<file path="src/lmk_cfg_macros.svh">
// LMK04906 configurator widths, sequence size and serial frame timing
`ifndef LMK_CFG_MACROS_SVH
`define LMK_CFG_MACROS_SVH

//////////////////////////////////////////////////
// widths

`define LMK_SEL_W        4     // one select bit per FMC channel
`define LMK_WORD_W       32
`define LMK_ADDR_W       5     // register address in the low bits of a word
`define LMK_IDX_W        6

//////////////////////////////////////////////////
// sequence table

`define LMK_LUT_SIZE     30
`define LMK_PAUSE_LEN    25000 // bit periods per power-up pause

//////////////////////////////////////////////////
// serial frame, in bit periods from frame start

`define LMK_SPI_DIV      4     // clk50 cycles per bit period
`define LMK_T_LE_START   1
`define LMK_T_CLK_START  2
`define LMK_T_CLK_END    33
`define LMK_T_LE_END     34
`define LMK_T_FRAME_END  37

`endif
</file>
<file path="src/lmk_cfg_pkg.sv">
// LMK04906 configurator sequence entry and sequencer state types
`include "lmk_cfg_macros.svh"

package lmk_cfg_pkg;

   // device write format
   typedef struct packed
   {
      logic [`LMK_WORD_W-`LMK_ADDR_W-1:0] data;
      logic [`LMK_ADDR_W-1:0]             addr;
   } lmk_reg_word_t;

   // one payload word read two ways, picked by is_delay
   typedef union packed
   {
      logic [`LMK_WORD_W-1:0] delay_count;    // pause length in bit periods
      lmk_reg_word_t          reg_word;       // word sent on the bus
   } lmk_payload_u;

   typedef struct packed
   {
      logic         is_delay;
      lmk_payload_u payload;
   } lmk_entry_t;

   typedef enum logic [1:0]
   {
      fetch,
      pause,
      send,
      advance
   } seq_state_t;

endpackage

</file>
<file path="src/lmk04906_config_top.sv">
// LMK04906 power-up configurator top level
`include "lmk_cfg_macros.svh"

module lmk04906_config_top
(
   input  logic                 clk50,
   input  logic                 rst_n,
   input  logic [`LMK_SEL_W-1:0] freq_select,   // hold stable during a run
   output logic                 lmk_clk,
   output logic                 lmk_data,
   output logic                 lmk_le,
   output logic                 config_done
);
   import lmk_cfg_pkg::*;

   logic                  bit_rise;
   logic                  bit_fall;
   logic [`LMK_IDX_W-1:0] index;
   lmk_entry_t            entry;
   logic                  frame_start;
   lmk_reg_word_t         frame_word;
   logic                  frame_done;

   //////////////////////////////////////////////////
   // divider, table, FSM, framer

   bit_tick_gen u_tick
   (
      .clk50    (clk50),
      .rst_n    (rst_n),
      .bit_rise (bit_rise),
      .bit_fall (bit_fall)
   );

   lmk_sequence_rom u_rom
   (
      .index       (index),
      .freq_select (freq_select),
      .entry       (entry)
   );

   config_sequencer u_seq
   (
      .clk50       (clk50),
      .rst_n       (rst_n),
      .bit_fall    (bit_fall),
      .entry       (entry),
      .frame_done  (frame_done),
      .index       (index),
      .frame_start (frame_start),
      .frame_word  (frame_word),
      .config_done (config_done)
   );

   spi_frame_tx u_tx
   (
      .clk50       (clk50),
      .rst_n       (rst_n),
      .bit_rise    (bit_rise),
      .bit_fall    (bit_fall),
      .frame_start (frame_start),
      .frame_word  (frame_word),
      .frame_done  (frame_done),
      .lmk_clk     (lmk_clk),
      .lmk_data    (lmk_data),
      .lmk_le      (lmk_le)
   );

endmodule

</file>
<file path="src/config_sequencer.sv">
// LMK04906 sequence walker running pauses, launching frames and flagging completion
`include "lmk_cfg_macros.svh"

module config_sequencer
(
   input  logic                       clk50,
   input  logic                       rst_n,
   input  logic                       bit_fall,
   input  lmk_cfg_pkg::lmk_entry_t    entry,
   input  logic                       frame_done,
   output logic [`LMK_IDX_W-1:0]      index,
   output logic                       frame_start,
   output lmk_cfg_pkg::lmk_reg_word_t frame_word,
   output logic                       config_done
);
   import lmk_cfg_pkg::*;

   localparam logic [`LMK_IDX_W-1:0] LAST_IDX = `LMK_IDX_W'(`LMK_LUT_SIZE - 1);

   seq_state_t             state;
   logic [`LMK_WORD_W-1:0] delay_cnt;

   // launch lines up with the bit_fall that the transmitter starts on
   assign frame_start = bit_fall && (state == fetch) && !entry.is_delay && !config_done;
   assign frame_word  = entry.payload.reg_word;

   //////////////////////////////////////////////////
   // sequence FSM, one step per bit period

   always_ff @(posedge clk50 or negedge rst_n)
   begin
      if (!rst_n)
      begin
         state       <= fetch;
         index       <= '0;
         delay_cnt   <= '0;
         config_done <= 1'b0;
      end
      else if (bit_fall && !config_done)
      begin
         case (state)
            fetch:
            begin
               delay_cnt <= '0;
               if (entry.is_delay)
                  state <= pause;
               else
                  state <= send;    // frame_start goes out this cycle
            end

            pause:
            begin
               // lasts delay_count + 1 bit periods
               if (delay_cnt == entry.payload.delay_count)
                  state <= advance;
               else
                  delay_cnt <= delay_cnt + 1'b1;
            end

            send:
            begin
               if (frame_done)
                  state <= advance;
            end

            advance:
            begin
               index <= index + 1'b1;
               if (index == LAST_IDX)
                  config_done <= 1'b1;   // held until reset
               state <= fetch;
            end

            default:
            begin
               state <= fetch;
            end
         endcase
      end
   end

endmodule

</file>
<file path="src/spi_frame_tx.sv">
// three-wire serial framer shifting one LMK04906 register word out MSB first
`include "lmk_cfg_macros.svh"

module spi_frame_tx
(
   input  logic                       clk50,
   input  logic                       rst_n,
   input  logic                       bit_rise,
   input  logic                       bit_fall,
   input  logic                       frame_start,
   input  lmk_cfg_pkg::lmk_reg_word_t frame_word,
   output logic                       frame_done,
   output logic                       lmk_clk,
   output logic                       lmk_data,
   output logic                       lmk_le
);
   import lmk_cfg_pkg::*;

   localparam int TICK_W = $clog2(`LMK_T_FRAME_END + 1);
   localparam logic [TICK_W-1:0] T_LE_START  = TICK_W'(`LMK_T_LE_START);
   localparam logic [TICK_W-1:0] T_CLK_START = TICK_W'(`LMK_T_CLK_START);
   localparam logic [TICK_W-1:0] T_CLK_END   = TICK_W'(`LMK_T_CLK_END);
   localparam logic [TICK_W-1:0] T_LE_END    = TICK_W'(`LMK_T_LE_END);
   localparam logic [TICK_W-1:0] T_FRAME_END = TICK_W'(`LMK_T_FRAME_END);
   localparam logic [TICK_W-1:0] T_LOAD      = TICK_W'(`LMK_T_CLK_START - 1);

   logic                   busy;
   logic [TICK_W-1:0]      tick;       // bit period within the frame
   logic [TICK_W-1:0]      tick_nx;
   logic                   le_window;
   logic                   clk_window;
   lmk_reg_word_t          word_q;
   logic [`LMK_WORD_W-1:0] shreg;

   assign tick_nx    = tick + 1'b1;
   assign le_window  = busy && (tick_nx >= T_LE_START) && (tick_nx <= T_LE_END);
   assign clk_window = busy && (tick >= T_CLK_START) && (tick <= T_CLK_END);
   assign frame_done = busy && bit_fall && (tick == T_FRAME_END);
   assign lmk_data   = shreg[`LMK_WORD_W-1];

   //////////////////////////////////////////////////
   // frame tick counter

   always_ff @(posedge clk50 or negedge rst_n)
   begin
      if (!rst_n)
      begin
         busy <= 1'b0;
         tick <= '0;
      end
      else if (frame_start)
      begin
         busy <= 1'b1;
         tick <= '0;
      end
      else if (busy && bit_fall)
      begin
         if (tick == T_FRAME_END)
            busy <= 1'b0;
         tick <= tick_nx;
      end
   end

   always_ff @(posedge clk50)
   begin
      if (frame_start)
         word_q <= frame_word;   // held for the whole frame
   end

   // data moves on bit_fall so it is settled at each lmk_clk rise
   always_ff @(posedge clk50 or negedge rst_n)
   begin
      if (!rst_n)
      begin
         shreg <= '0;
      end
      else if (busy && bit_fall)
      begin
         if (tick == T_LOAD)
            shreg <= word_q;
         else
            shreg <= {shreg[`LMK_WORD_W-2:0], 1'b0};
      end
   end

   //////////////////////////////////////////////////
   // registered bus strobes

   always_ff @(posedge clk50 or negedge rst_n)
   begin
      if (!rst_n)
      begin
         lmk_clk <= 1'b0;
         lmk_le  <= 1'b1;
      end
      else
      begin
         if (bit_rise && clk_window)
            lmk_clk <= 1'b1;     // high half of the period
         else if (bit_fall)
            lmk_clk <= 1'b0;
         if (bit_fall)
            lmk_le <= ~le_window;
      end
   end

endmodule

</file>
<file path="src/lmk_sequence_rom.sv">
// LMK04906 power-up sequence table with per-channel output divider selection
`include "lmk_cfg_macros.svh"

module lmk_sequence_rom
(
   input  logic [`LMK_IDX_W-1:0] index,
   input  logic [`LMK_SEL_W-1:0] freq_select,
   output lmk_cfg_pkg::lmk_entry_t entry
);
   import lmk_cfg_pkg::*;

   lmk_entry_t base;

   function automatic lmk_entry_t reg_entry(input logic [`LMK_WORD_W-1:0] word);
      lmk_entry_t e;
      e.is_delay         = 1'b0;
      e.payload.reg_word = lmk_reg_word_t'(word);
      return e;
   endfunction

   function automatic lmk_entry_t delay_entry(input logic [`LMK_WORD_W-1:0] len);
      lmk_entry_t e;
      e.is_delay            = 1'b1;
      e.payload.delay_count = len;
      return e;
   endfunction

   //////////////////////////////////////////////////
   // base map, all four FMC outputs at 322.265625 MHz

   always_comb
   begin
      case (index)
         0, 2, 4, 29: base = delay_entry(`LMK_WORD_W'(`LMK_PAUSE_LEN));
         1:  base = reg_entry(32'h8016_0200);   // reset
         3:  base = reg_entry(32'h2014_0100);   // FMCA divider
         5:  base = reg_entry(32'h1014_0101);   // FMCB divider
         6:  base = reg_entry(32'hA014_0082);
         7:  base = reg_entry(32'h0014_0103);   // FMCC divider
         8:  base = reg_entry(32'h0014_0104);   // FMCD divider
         9:  base = reg_entry(32'h8014_0C85);
         10: base = reg_entry(32'h0114_0006);
         11: base = reg_entry(32'h0111_0007);
         12: base = reg_entry(32'h0001_0008);
         13: base = reg_entry(32'h5555_5549);
         14: base = reg_entry(32'h9002_410A);
         15: base = reg_entry(32'h3401_100B);
         16: base = reg_entry(32'h130C_006C);
         17: base = reg_entry(32'h3B02_820D);
         18: base = reg_entry(32'h0200_000E);
         19: base = reg_entry(32'h8000_800F);
         20: base = reg_entry(32'hC155_0410);
         21: base = reg_entry(32'h0000_00D8);
         22: base = reg_entry(32'h02C9_C419);   // PLL2 settings
         23: base = reg_entry(32'h8FA8_001A);
         24: base = reg_entry(32'h1000_0F3B);
         25: base = reg_entry(32'h0080_031C);
         26: base = reg_entry(32'h0080_227D);
         27: base = reg_entry(32'h0300_227E);
         28: base = reg_entry(32'h001F_001F);
         default: base = delay_entry('0);       // past the end, zero-length pause
      endcase
   end

   //////////////////////////////////////////////////
   // 644.53125 MHz divider words, one select bit each

   always_comb
   begin
      entry = base;
      case (index)
         3: if (freq_select[3]) entry = reg_entry(32'h2014_0080);
         5: if (freq_select[2]) entry = reg_entry(32'h1014_0081);
         7: if (freq_select[1]) entry = reg_entry(32'h0014_0083);
         8: if (freq_select[0]) entry = reg_entry(32'h0014_0084);
         default: entry = base;
      endcase
   end

endmodule

</file>
<file path="src/bit_tick_gen.sv">
// bit-period divider issuing rise and fall strobes for the serial bus
`include "lmk_cfg_macros.svh"

module bit_tick_gen
(
   input  logic clk50,
   input  logic rst_n,
   output logic bit_rise,
   output logic bit_fall
);

   localparam int CNT_W = $clog2(`LMK_SPI_DIV);
   localparam logic [CNT_W-1:0] CNT_LAST = CNT_W'(`LMK_SPI_DIV - 1);
   localparam logic [CNT_W-1:0] CNT_MID  = CNT_W'(`LMK_SPI_DIV / 2 - 1);

   logic [CNT_W-1:0] cnt;

   always_ff @(posedge clk50 or negedge rst_n)
   begin
      if (!rst_n)
      begin
         cnt <= '0;
      end
      else if (cnt == CNT_LAST)
      begin
         cnt <= '0;
      end
      else
      begin
         cnt <= cnt + 1'b1;
      end
   end

   // one clk50 pulse each, half a bit period apart
   assign bit_rise = (cnt == CNT_MID);    // opens the high half of lmk_clk
   assign bit_fall = (cnt == CNT_LAST);   // period end

endmodule

</file>
<file path="config.mk">
export PLATFORM = sky130hd
export DESIGN_NAME = lmk04906_config_top
export DESIGN_NICKNAME = d
export VERILOG_FILES = /design/src/lmk_cfg_pkg.sv /design/src/lmk04906_config_top.sv /design/src/config_sequencer.sv /design/src/spi_frame_tx.sv /design/src/lmk_sequence_rom.sv /design/src/bit_tick_gen.sv
export VERILOG_INCLUDE_DIRS = /design/src
export SDC_FILE = /design/constraint.sdc
export NUM_CORES = 1
export LEC_CHECK = 0
export BUFFER_PORTS_ARGS = -buffer_cell sky130_fd_sc_hd__clkbuf_2
export CORE_ASPECT_RATIO = 1.2
export CORE_MARGIN = 3
export CORE_UTILIZATION = 55
export CTS_CLUSTER_SIZE = 12
export DETAILED_ROUTE_END_ITERATION = 12
export GPL_ROUTABILITY_DRIVEN = 0
export MAX_ROUTING_LAYER = met4
export PLACE_DENSITY_LB_ADDON = 0.12
export SLEW_MARGIN = 10
export SYNTH_ARGS = -nofsm -noshare
export SYNTH_HDL_FRONTEND = slang
export SYNTH_SLANG_ARGS = --single-unit
</file>
<file path="constraint.sdc">
create_clock -name clk50 -period 3.78 [get_ports clk50]
set_input_delay 0.378 -clock clk50 [delete_from_list [all_inputs] [get_ports clk50]]
set_output_delay 0.378 -clock clk50 [all_outputs]
set_load 0.05 [all_outputs]
</file>
# Word-level counts from Yosys, hierarchy flattened
# Memories as Yosys holds them, arrays and structs flattened.
# Cells that the tools add are included.
dict set report totals {
  regBits 116
  rom_bits 1056
  in_bits 6
  output_inout_bits 4
  elab_cells 82
  memories 1
}
# memory words word_bits rd rd_ports_with_merged_regs wr line
set memory_table {}
lappend memory_table {{(no name shown)} 32 33 1 0 0 lmk_sequence_rom.sv:33} ;# case (index)
dict set report classes {
  addsub 4
  order_cmp 4
  eq_ne 16
  muxes 21
  bitwise 1
  n_reduce_logical 23
}
# cell count
set ops {}
lappend ops {{two-way mux 33 bit} 5}
lappend ops {{case mux 33 bit (4 select lines)} 1}
lappend ops {{two-way mux 32 bit} 2}
lappend ops {{case mux 32 bit (2 select lines)} 1}
lappend ops {{adder 32 x 1 -> 32 bit, second input constant} 1}
lappend ops {{equality test 32 bit} 1}
lappend ops {{adder 6 x 1 -> 6 bit, second input constant} 2}
lappend ops {{equality test 6 x 3 -> 1 bit, second input constant} 2}
lappend ops {{less-or-equal comparator 6 bit, second input constant} 2}
lappend ops {{two-way mux 6 bit} 2}
lappend ops {{logical AND 1 bit} 11}
lappend ops {{AND reduction 3 bit} 3}
lappend ops {{two-way mux 2 bit} 4}
lappend ops {{case mux 2 bit (4 select lines)} 1}
lappend ops {{nonzero test 2 bit} 4}
lappend ops {{equality test 2 bit, second input constant} 3}
lappend ops {{equality test 6 x 1 -> 1 bit, second input constant} 1}
lappend ops {{equality test 6 x 2 -> 1 bit, second input constant} 1}
lappend ops {{equality test 6 x 4 -> 1 bit, second input constant} 1}
lappend ops {{equality test 6 x 5 -> 1 bit, second input constant} 1}
lappend ops {{equality test 6 bit, second input constant} 1}
lappend ops {{>= comparator 6 x 1 -> 1 bit, second input constant} 1}
lappend ops {{>= comparator 6 x 2 -> 1 bit, second input constant} 1}
lappend ops {{two-way mux 1 bit} 5}
lappend ops {{8 further kinds} 12}

# Depth between registers and ports, before layout
# Gate-level depths: netlist of run 1.
# An unclocked memory read counts as a cell.
dict set report depth {
  ltp_word 9
  ltp_mapped 14
}

# Modules after synthesis
# A second synthesis of run 1 with hierarchy kept.
dict set report unflattened {
  cells_unflattened 768
  area_unflattened_um2 7312.0
}
# mod n_inst cells_each area_each_um2
set by_module_without_submodules {}
lappend by_module_without_submodules {spi_frame_tx 1 238 3036.7}
lappend by_module_without_submodules {config_sequencer 1 320 2906.5}
lappend by_module_without_submodules {lmk_sequence_rom 1 203 1282.5}
lappend by_module_without_submodules {bit_tick_gen 1 7 86.3}

# Least setup slack after synthesis of run 1
# OpenSTA, ideal clock, no wires.
dict set report synth_timing {
  path_type {register -> register}
  startpoint {register u_seq.index[0]}
  endpoint {register u_seq.state[0]}
  arrival_ns 4.042
  t_required_ns 3.652
  path_slack_ns -0.389
  path_stages_with_launch 14
  cell_sequence {dfrtp_1 > clkbuf_1 > inv_1 > ha_1 > nor2b_1 > or4b_1 > clkbuf_1 > nand2_1 > nor3_1 > a2111o_1 > or4_1 > or4_4 > a221oi_4 > mux2_1}
}
dict set report synth_between {
  elab_chain_cells 7
  word_cells_on_any_way 16
  classes_between {eq/ne: 6; mux: 8; reduce/logical: 1; memory: 1}
}
# element line
set synth_lines {}
lappend synth_lines {{from (decl)} config_sequencer.sv:11} ;# output logic [`LMK_IDX_W-1:0] index,
lappend synth_lines {{from (signal assigned)} config_sequencer.sv:68} ;# index <= index + 1'b1;
lappend synth_lines {{memory (32 x 33 bit)} n/a}
lappend synth_lines {{two-way mux 33 bit} lmk_sequence_rom.sv:33}
lappend synth_lines {{two-way mux 33 bit (on tied branches)} n/a}
lappend synth_lines {{case mux 33 bit (4 select lines) *} lmk_sequence_rom.sv:71} ;# case (index)
lappend synth_lines {{equality test 32 bit} config_sequencer.sv:54} ;# if (delay_cnt == entry.payload.delay_count)
lappend synth_lines {{inequality test 2 x 1 -> 1 bit (no line)} n/a}
lappend synth_lines {{AND reduction 3 bit (no line)} n/a}
lappend synth_lines {{to (signal assigned)} config_sequencer.sv:55} ;# state <= advance;
lappend synth_lines {{to (signal assigned)} config_sequencer.sv:63} ;# state <= advance;
lappend synth_lines {{to (signal assigned)} config_sequencer.sv:71} ;# state <= fetch;
lappend synth_lines {{to (decl)} config_sequencer.sv:20} ;# seq_state_t state;
# Mark *: on every way between the ends. The rest lies on a longest branch, timed or not.
# A chain may end at the register's enable or synchronous reset.

==> summary.md, run 1 <==
| Metric | Value |
|---|---|
| Crit. End Element | register |
| Share of the synthesized area in the top cell type | 0.276 |
| DIE HEIGHT | 134 um |
| Post-route insts no fill | 1077 |
| Detailed Routing Iterations Pass 1 | 6 |
| Worst Clk Skew | 0.0119 ns |
| FF-to-FF path depth | 12 |
| Worst setup path end | u_seq.state[0] |
| Min Hold Slack | 0.0323 ns |
| Residual DRC | 0 |
| Critical Path AT | ~4.1 ns |
| Die area | 0.0151 mm^2 |
| CP max stage cell | or4_4 |
| #FFs+latches synth | 116 |
| # clock sinks | around 120 |
| Avg Cell Area, Syn | 8.99 um^2 |
| Synth-to-layout area growth | 19.7% |
| Synthesis warning total | 0 |
| Fmax | 262 MHz |
| Setup violators final | 3 |
| Routed len/inst | about 20 um |
| DP HPWL | between 15 and 20 mm |
| Max H-tree Level | 4 |
| Antenna cells | 0 |
| Met1 usage | 0.378 |
| Max Root-Sink Buffers | 2 |
| Initial Util | 0.567 |
| First-pass GRT wire length | 34.3 mm |
| Power, Total | approximately 0.0029 W |
| Critical R2R Capture | u_seq.state[0] |
| Worst Path Buf+Inv | 2 |
| Filler cells | around 1100 |
| I/O pins | 10 |
| Num rows | 46 |
| Vias per cell | 6.44 |
| Max incr delay on CP | 0.59 ns |
| Post-Syn Area | 0.00754 mm^2 |
| Final Hold Violating Endpoints | 0 |
| Core ar. | approximately 0.013 mm^2 |
| Cell count after placement | around 1000 |
| VDD IR-drop max | 378 uV |
| Crit path required time | 4.09 ns |
| Skew-Pair Late Insertion Delay | around 0.43 ns |
| Vias in the first global route | 6565 |
| Total of max-cap violations | 0 |
| Ys async rst share | 0.724 |
| Met2 Use GR | 0.453 |
| RSZ-0062 raised after global routing | yes |
| Violated checks | negative setup slack |
| Setup CP Type | register to register |
| Nets | 925 |
| GR Util met3 | 0.0618 |
| Status | finished with violations |
| Reg2reg start | u_seq.index[1] |
| LEAKAGE | 3.89 nW |
| Final Max Tran Viols | 0 |
| Fin crit share | 1.01 |
| CP startpoint | u_seq.index[1] |
| Antenna violations before repair | 0 |
| Slew margin rel. | 0.322 |
| Crit path max fanout | 5 |
| Layout cells sized above 1 | 0.191 |
| Critical-path cell list | inv_4 > ha_4 > nand2b_1 > a211oi_1 > buf_4 > xnor2_1 > nand3_1 > a2111o_1 > or4_1 > or4_4 > a221oi_4 > mux2_4 |
| Clock root buffer | clkbuf_16 |
| Seq/Total Area, Yosys | 0.407 |
| Tightest Pin Transition | 1.01 ns |
| Total number of vias | 6937 |
| Critical path depth | 12 |
| Worst setup margin | -0.0386 ns |
| Die X | approximately 110 um |
| Final ANT Viol Nets | 0 |
| Gr usage total | 0.297 |
| Post-synth EDFFs | 32 |
| Synth cell types | 79 |
| Reg2reg setup slack | -0.04 ns |
| Min-Delay Path Class | primary input to asynchronous set/reset pin |
| CTS tree | done |
| Iter 0 DRT Violations | between 900 and 1000 |
| Most used routing layer | met2 |
| Minimum clock period after layout | 3.82 ns |
| TritonCTS Buffers | 17 |
| Post-Syn Nets | a little under 900 |
| Pwr Density | ~330 mW/mm^2 |
| Prevailing post-synth register cell | dfrtp_1 |
| CP Launch Type | register |
| Largest net degree at the start of global routing | 66 |
| Port Buf Inserts | 9 |
| Total wire length | 21.8 mm |
| Yosys top cell by area | dfrtp_1 |
| Clk slew on worst S/H paths | 0.06 ns |
| Top area cells in the synthesized netlist | dfrtp_1 (28%), edfxtp_1 (13%), mux2i_1 (6.2%) |
| Mapped Cells | 838 |
| Worst path top cell family by delay | simple AND/OR/NAND/NOR gates |
| Setup TNS | -0.0698 ns |
| Grt ovf | 0 |
==> timing repair <==
action | CTS | global route
gates resized for setup | 7 | 27
hold buffers | 0 | 0
hold endpoints to repair | 0 | 0
buffers inserted | 2 | 6
pin swaps | 4 | 11
setup endpoints to repair | 5 | 16
==> how the worst min path moves through the flow <==
stage | slack (ns) | end | cells after the start | startpoint
2_1_floorplan | 0.08 | u_seq.config_done | 0 | rst_n
3_3_place_gp | 0.44 | u_tick.cnt[0] | 1 | u_tick.cnt[0]
5_1_grt | 0.10 | u_tx.shreg[20] | 1 | rst_n
6_report | 0.03 | u_tx.shreg[20] | 1 | rst_n
3_5_place_dp | 0.47 | u_tick.cnt[0] | 1 | u_tick.cnt[0]
4_1_cts | 0.07 | u_seq.index[1] | 1 | rst_n
==> cell usage in the layout, fill, tap and decap left out, types with 5 or more instances in the layout <==
master and instances:
nand2b_1 11, o22ai_1 6, ha_1 19, o21ai_1 8, dfrtp_1 80, a2111oi_0 7, xor2_1 9, and3_1 22
xnor2_1 19, clkbuf_2 8, nand2_1 106, clkbuf_16 17, o211ai_1 6, a21oi_1 25, nand4_1 12, clkinv_4 5
a31oi_1 13, buf_4 84, nand3b_1 7, nand4b_1 5, clkinvlp_4 5, and2_1 15, o21ai_0 74, mux2i_1 47
nand3_1 25, nor2b_1 16, nor2_1 49, edfxtp_1 32, nor3_1 21, inv_1 25
==> state kept, by name (all words and copies together) (netlist names) <==
signal,cells
u_tx.busy,1
u_tick.cnt,2
u_tx.lmk_clk,1
u_seq.config_done,1
u_seq.state,2
u_tx.lmk_le,1
u_tx.shreg,32
u_tx.word_q,32
u_seq.index,6
u_tx.tick,6
u_seq.delay_cnt,32
==> logic make-up (layout without fill, tap and decap cells) <==
family / count (synthesis) / in the layout / synth area share
and+or+nand+nor: 320 / 320 / 0.217
AOI/OAI and AO/OA: 213 / 213 / 0.191
DFF: 116 / 116 / 0.407
buffers and inverters: 87 / 158 / 0.0468
muxes: 51 / 51 / 0.0684
xor gates and xnor gates: 28 / 28 / 0.0325
adders and majority gates: 23 / 23 / 0.0382
==> per-stage QoR <==
stage / area, um^2 / setup slack, ns / util
after floorplan: 7580 / -0.134 / -
after global placement: 8230 / -0.0361 / 0.619
after detailed placement: 8230 / -0.0967 / 0.619
after CTS: 8870 / 0.00774 / 0.667
after global routing: 9020 / -0.109 / 0.678
final: 9020 / -0.0386 / 0.678
==> synthesized netlist by cell type (all sizes together) (14+ instances only) <==
cell and n:
nand2 109, dfrtp 83, o21ai 82, nor2 52
mux2i 47, clkbuf 40, edfxtp 32, inv 27
a21oi 25, nand3 25, and3 23, ha 23
nor3 22, buf 20, xnor2 19, nor2b 17
and2 15, a31oi 14
==> power breakdown <==
group	leakage (nW)	switching [W]	internal (W)
combinational	2.37	0.0000192	0.00000302
clock	0.279	0.000603	0.00104
sequential	1.25	0	0.00128
total	3.89	0.000622	0.00232
==> per-layer routing <==
layer  part of all wire  wire length, um
met1               0.41             8920
met2               0.46            10000
met3              0.078             1690
met4              0.051             1120
met5                  0                0
==> area by class of cell <==
type,count,area [um^2],area share
Multi-Input combinational cell,635,4250,0.471
Sequential cell,116,3070,0.340
Inverter,27,106,0.0118
Clock buffer,17,425,0.0472
Clock inverter,15,184,0.0204
Tap cell,168,210,0.0233
Timing Repair Buffer,99,776,0.0860
Note: power is estimated with default switching activity, not from simulation.
==> run 2: changes to the inputs <==
clock period = 3.9 ns   (was 3.78 ns; I/O delays follow)
==> summary.md, run 2 (synthesized netlist as in run 1, its figures left out) <==
| Metric | Value |
|---|---|
| Final Hold Violating Endpoints | 0 (unchanged) |
| CP max stage cell | or4_4 (unchanged) |
| Crit path required time | 4.20 ns (was 4.09 ns) |
| Setup CP Type | register to register (unchanged) |
| Setup violators final | 0 (was 3) |
| Initial Util | 0.567 (unchanged) |
| TritonCTS Buffers | 17 (unchanged) |
| I/O pins | 10 (unchanged) |
| Setup TNS | 0 ns (was -0.0698 ns) |
| Die area | 0.0151 mm^2 (unchanged) |
| Cell count after placement | 1025 (was 1037) |
| Max incr delay on CP | 0.60 ns (was 0.59 ns) |
| Antenna cells | 0 (unchanged) |
| Skew-Pair Late Insertion Delay | 0.43 ns (about the same) |
| Post-DP Area | 0.00810 mm^2 (was 0.00823 mm^2) |
| Filler cells | 1029 (was 1051) |
| Fmax | 262 MHz (about the same) |
| Max H-tree Level | 4 (unchanged) |
| DP HPWL | 15.9 mm (was 15.6 mm) |
| Combinational fraction of design power | 0.008 (about the same) |
| Core ar. | 0.0133 mm^2 (unchanged) |
| Cell-internal power | 0.00213 W (was 0.00232 W) |
| Net switching share of the total power | 0.229 (was 0.211) |
| CP Launch Type | register (unchanged) |
| Total wire length | 22.2 mm (was 21.8 mm) |
| Vias per cell | 6.55 (was 6.44) |
| Minimum clock period after layout | 3.82 ns (about the same) |
| Gr usage total | 0.302 (was 0.297) |
| Worst setup margin | 0.0776 ns (was -0.0386 ns) |
| DIE HEIGHT | 134 um (unchanged) |
| Residual DRC | 0 (unchanged) |
| Clock root buffer | clkbuf_16 (unchanged) |
| Vias in the first global route | 6576 (was 6565) |
| Routed len/inst | 20.9 um (was 20.2 um) |
| Post-route insts no fill | 1063 (was 1077) |
| Sequential power share | 0.451 (was 0.436) |
| Critical-path cell list | inv_2 > buf_6 > ha_1 > nand2_1 > a211oi_2 > buf_4 > xnor2_1 > nand3_1 > a2111o_1 > or4_1 > or4_4 > a221oi_4 > mux2_4 (was inv_4 > ha_4 > nand2b_1 > a211oi_1 > buf_4 > xnor2_1 > nand3_1 > a2111o_1 > or4_1 > or4_4 > a221oi_4 > mux2_4) |
| Fin area | 0.00879 mm^2 (was 0.00902 mm^2) |
| Biggest regs | u_seq.delay_cnt (32), u_tx.shreg (32), u_tx.word_q (32) (unchanged) |
| Clk slew on worst S/H paths | 0.05 ns (was 0.06 ns) |
| Nets | 911 (was 925) |
| LEAKAGE | 3.82 nW (was 3.89 nW) |
| Max Root-Sink Buffers | 2 (unchanged) |
| Layout cells sized above 1 | 0.172 (was 0.191) |
| Min-Delay Path Class | primary input to asynchronous set/reset pin (unchanged) |
| Util after Layout | 0.661 (was 0.678) |
| CTS tree | done (unchanged) |
| Total number of vias | 6963 (was 6937) |
| Die X | 113 um (unchanged) |
| Highest-count cells in the layout ignoring fill and taps | nand2_1 (107), dfrtp_1 (81), o21ai_0 (76) (was nand2_1 (106), buf_4 (84), dfrtp_1 (80)) |
| Port Buf Inserts | 9 (unchanged) |
| Num rows | 46 (unchanged) |
| Fin crit share | 0.980 (was 1.01) |
| Grt ovf | 0 (unchanged) |
| Switching power | 0.000631 W (was 0.000622 W) |
| Area of the multi-input gates | 0.00420 mm^2 (was 0.00425 mm^2) |
| Crit path max fanout | 6 (was 5) |
| Antenna violations before repair | 0 (unchanged) |
| Final Max Tran Viols | 0 (unchanged) |
| Pwr Density | 314 mW/mm^2 (was 327 mW/mm^2) |
| Slew margin rel. | 0.240 (was 0.322) |
| Reg area | 0.00307 mm^2 (about the same) |
| First-pass GRT wire length | 34.7 mm (was 34.3 mm) |
| Iter 0 DRT Violations | 1082 (was 911) |
| Clk pwr share | 0.541 (was 0.557) |
| Crit. End Element | register (unchanged) |
| Status | finished clean (was finished with violations) |
| Total of max-cap violations | 0 (unchanged) |
| Final ANT Viol Nets | 0 (unchanged) |
| Worst Clk Skew | 0.0157 ns (was 0.0119 ns) |
| Largest net degree at the start of global routing | 66 (unchanged) |
| Detailed Routing Iterations Pass 1 | 8 (was 6) |
| Critical Path AT | 4.12 ns (was 4.13 ns) |
| Synth-to-layout area growth | 16.6% (was 19.7%) |
| Most common cell after layout, fill and taps aside | nand2_1 (unchanged) |
| # clock sinks | 116 (unchanged) |
| VDD IR-drop max | 347 uV (was 378 uV) |
| Tightest Pin Transition | 1.14 ns (was 1.01 ns) |
| Post-Place Setup Slack | -0.0201 ns (was -0.0967 ns) |
[run 2: layout make-up]
| class | instances | area share |
|---|---|---|
| flip-flops and latches | 116 | 0.349 |
| clock inverters | 14 | 0.0148 |
| clock buffers | 18 | 0.0488 |
| well taps | 168 | 0.0239 |
| multi-input cells | 635 | 0.478 |
| repair buffers | 85 | 0.0735 |
| inverters | 27 | 0.0115 |
[run 2: what timing repair did]
action,in CTS,in global routing
setup endpoints to repair,2,15
hold buffers,0,0
pin swaps,0,7
gates resized for setup,4,20
buffers inserted,0,6
[run 2: worst paths after layout]
path | start | endpoint | slack, ns | cells after the start
max | u_seq.index[0] | u_seq.state[0] | 0.08 | 13
max in group asynchronous | rst_n | u_seq.delay_cnt[29] | 3.00 | 2
min reg2reg | u_tick.cnt[0] | u_tick.cnt[0] | 0.46 | 1
min in group clk50 | u_tick.cnt[0] | u_tick.cnt[0] | 0.46 | 1
max reg2reg | u_seq.index[0] | u_seq.state[0] | 0.08 | 13
min | rst_n | u_tx.tick[3] | 0.02 | 1
[run 2: per-stage QoR]
step / hold slack [ns] / total power (W)
floorplan: 0.0944 / 0.00127
global placement: 0.443 / 0.00129
detailed placement: 0.455 / 0.00129
CTS: 0.0473 / 0.00277
global route: 0.0580 / 0.00284
finish: 0.0206 / 0.00276
[run 2: critical path: cells and delay by family, from the launching register on]
| kind | cells | cell delay [ns] |
|---|---|---|
| xor+xnor | 1 | 0.14 |
| buf+inv | 3 | 0.40 |
| compound gates | 3 | 0.92 |
| flops | 1 | 0.44 |
| fa+ha+maj | 1 | 0.17 |
| mux | 1 | 0.33 |
| simple gates | 4 | 1.29 |
[run 2: power groups by stage]
stage | sequential (W) | combinational, W | clock, W
floorplan | 0.00127 | 0.000000250 | 0
global placement | 0.00127 | 0.0000223 | 0
detailed placement | 0.00127 | 0.0000229 | 0
CTS | 0.00124 | 0.0000230 | 0.00151
global route | 0.00124 | 0.0000249 | 0.00157
finish | 0.00124 | 0.0000216 | 0.00149
[run 2: routing by layer]
layer,global-route usage,share of wire
met1,0.370,0.39
met2,0.469,0.47
met5,-,0
met4,0.151,0.049
met3,0.0722,0.089
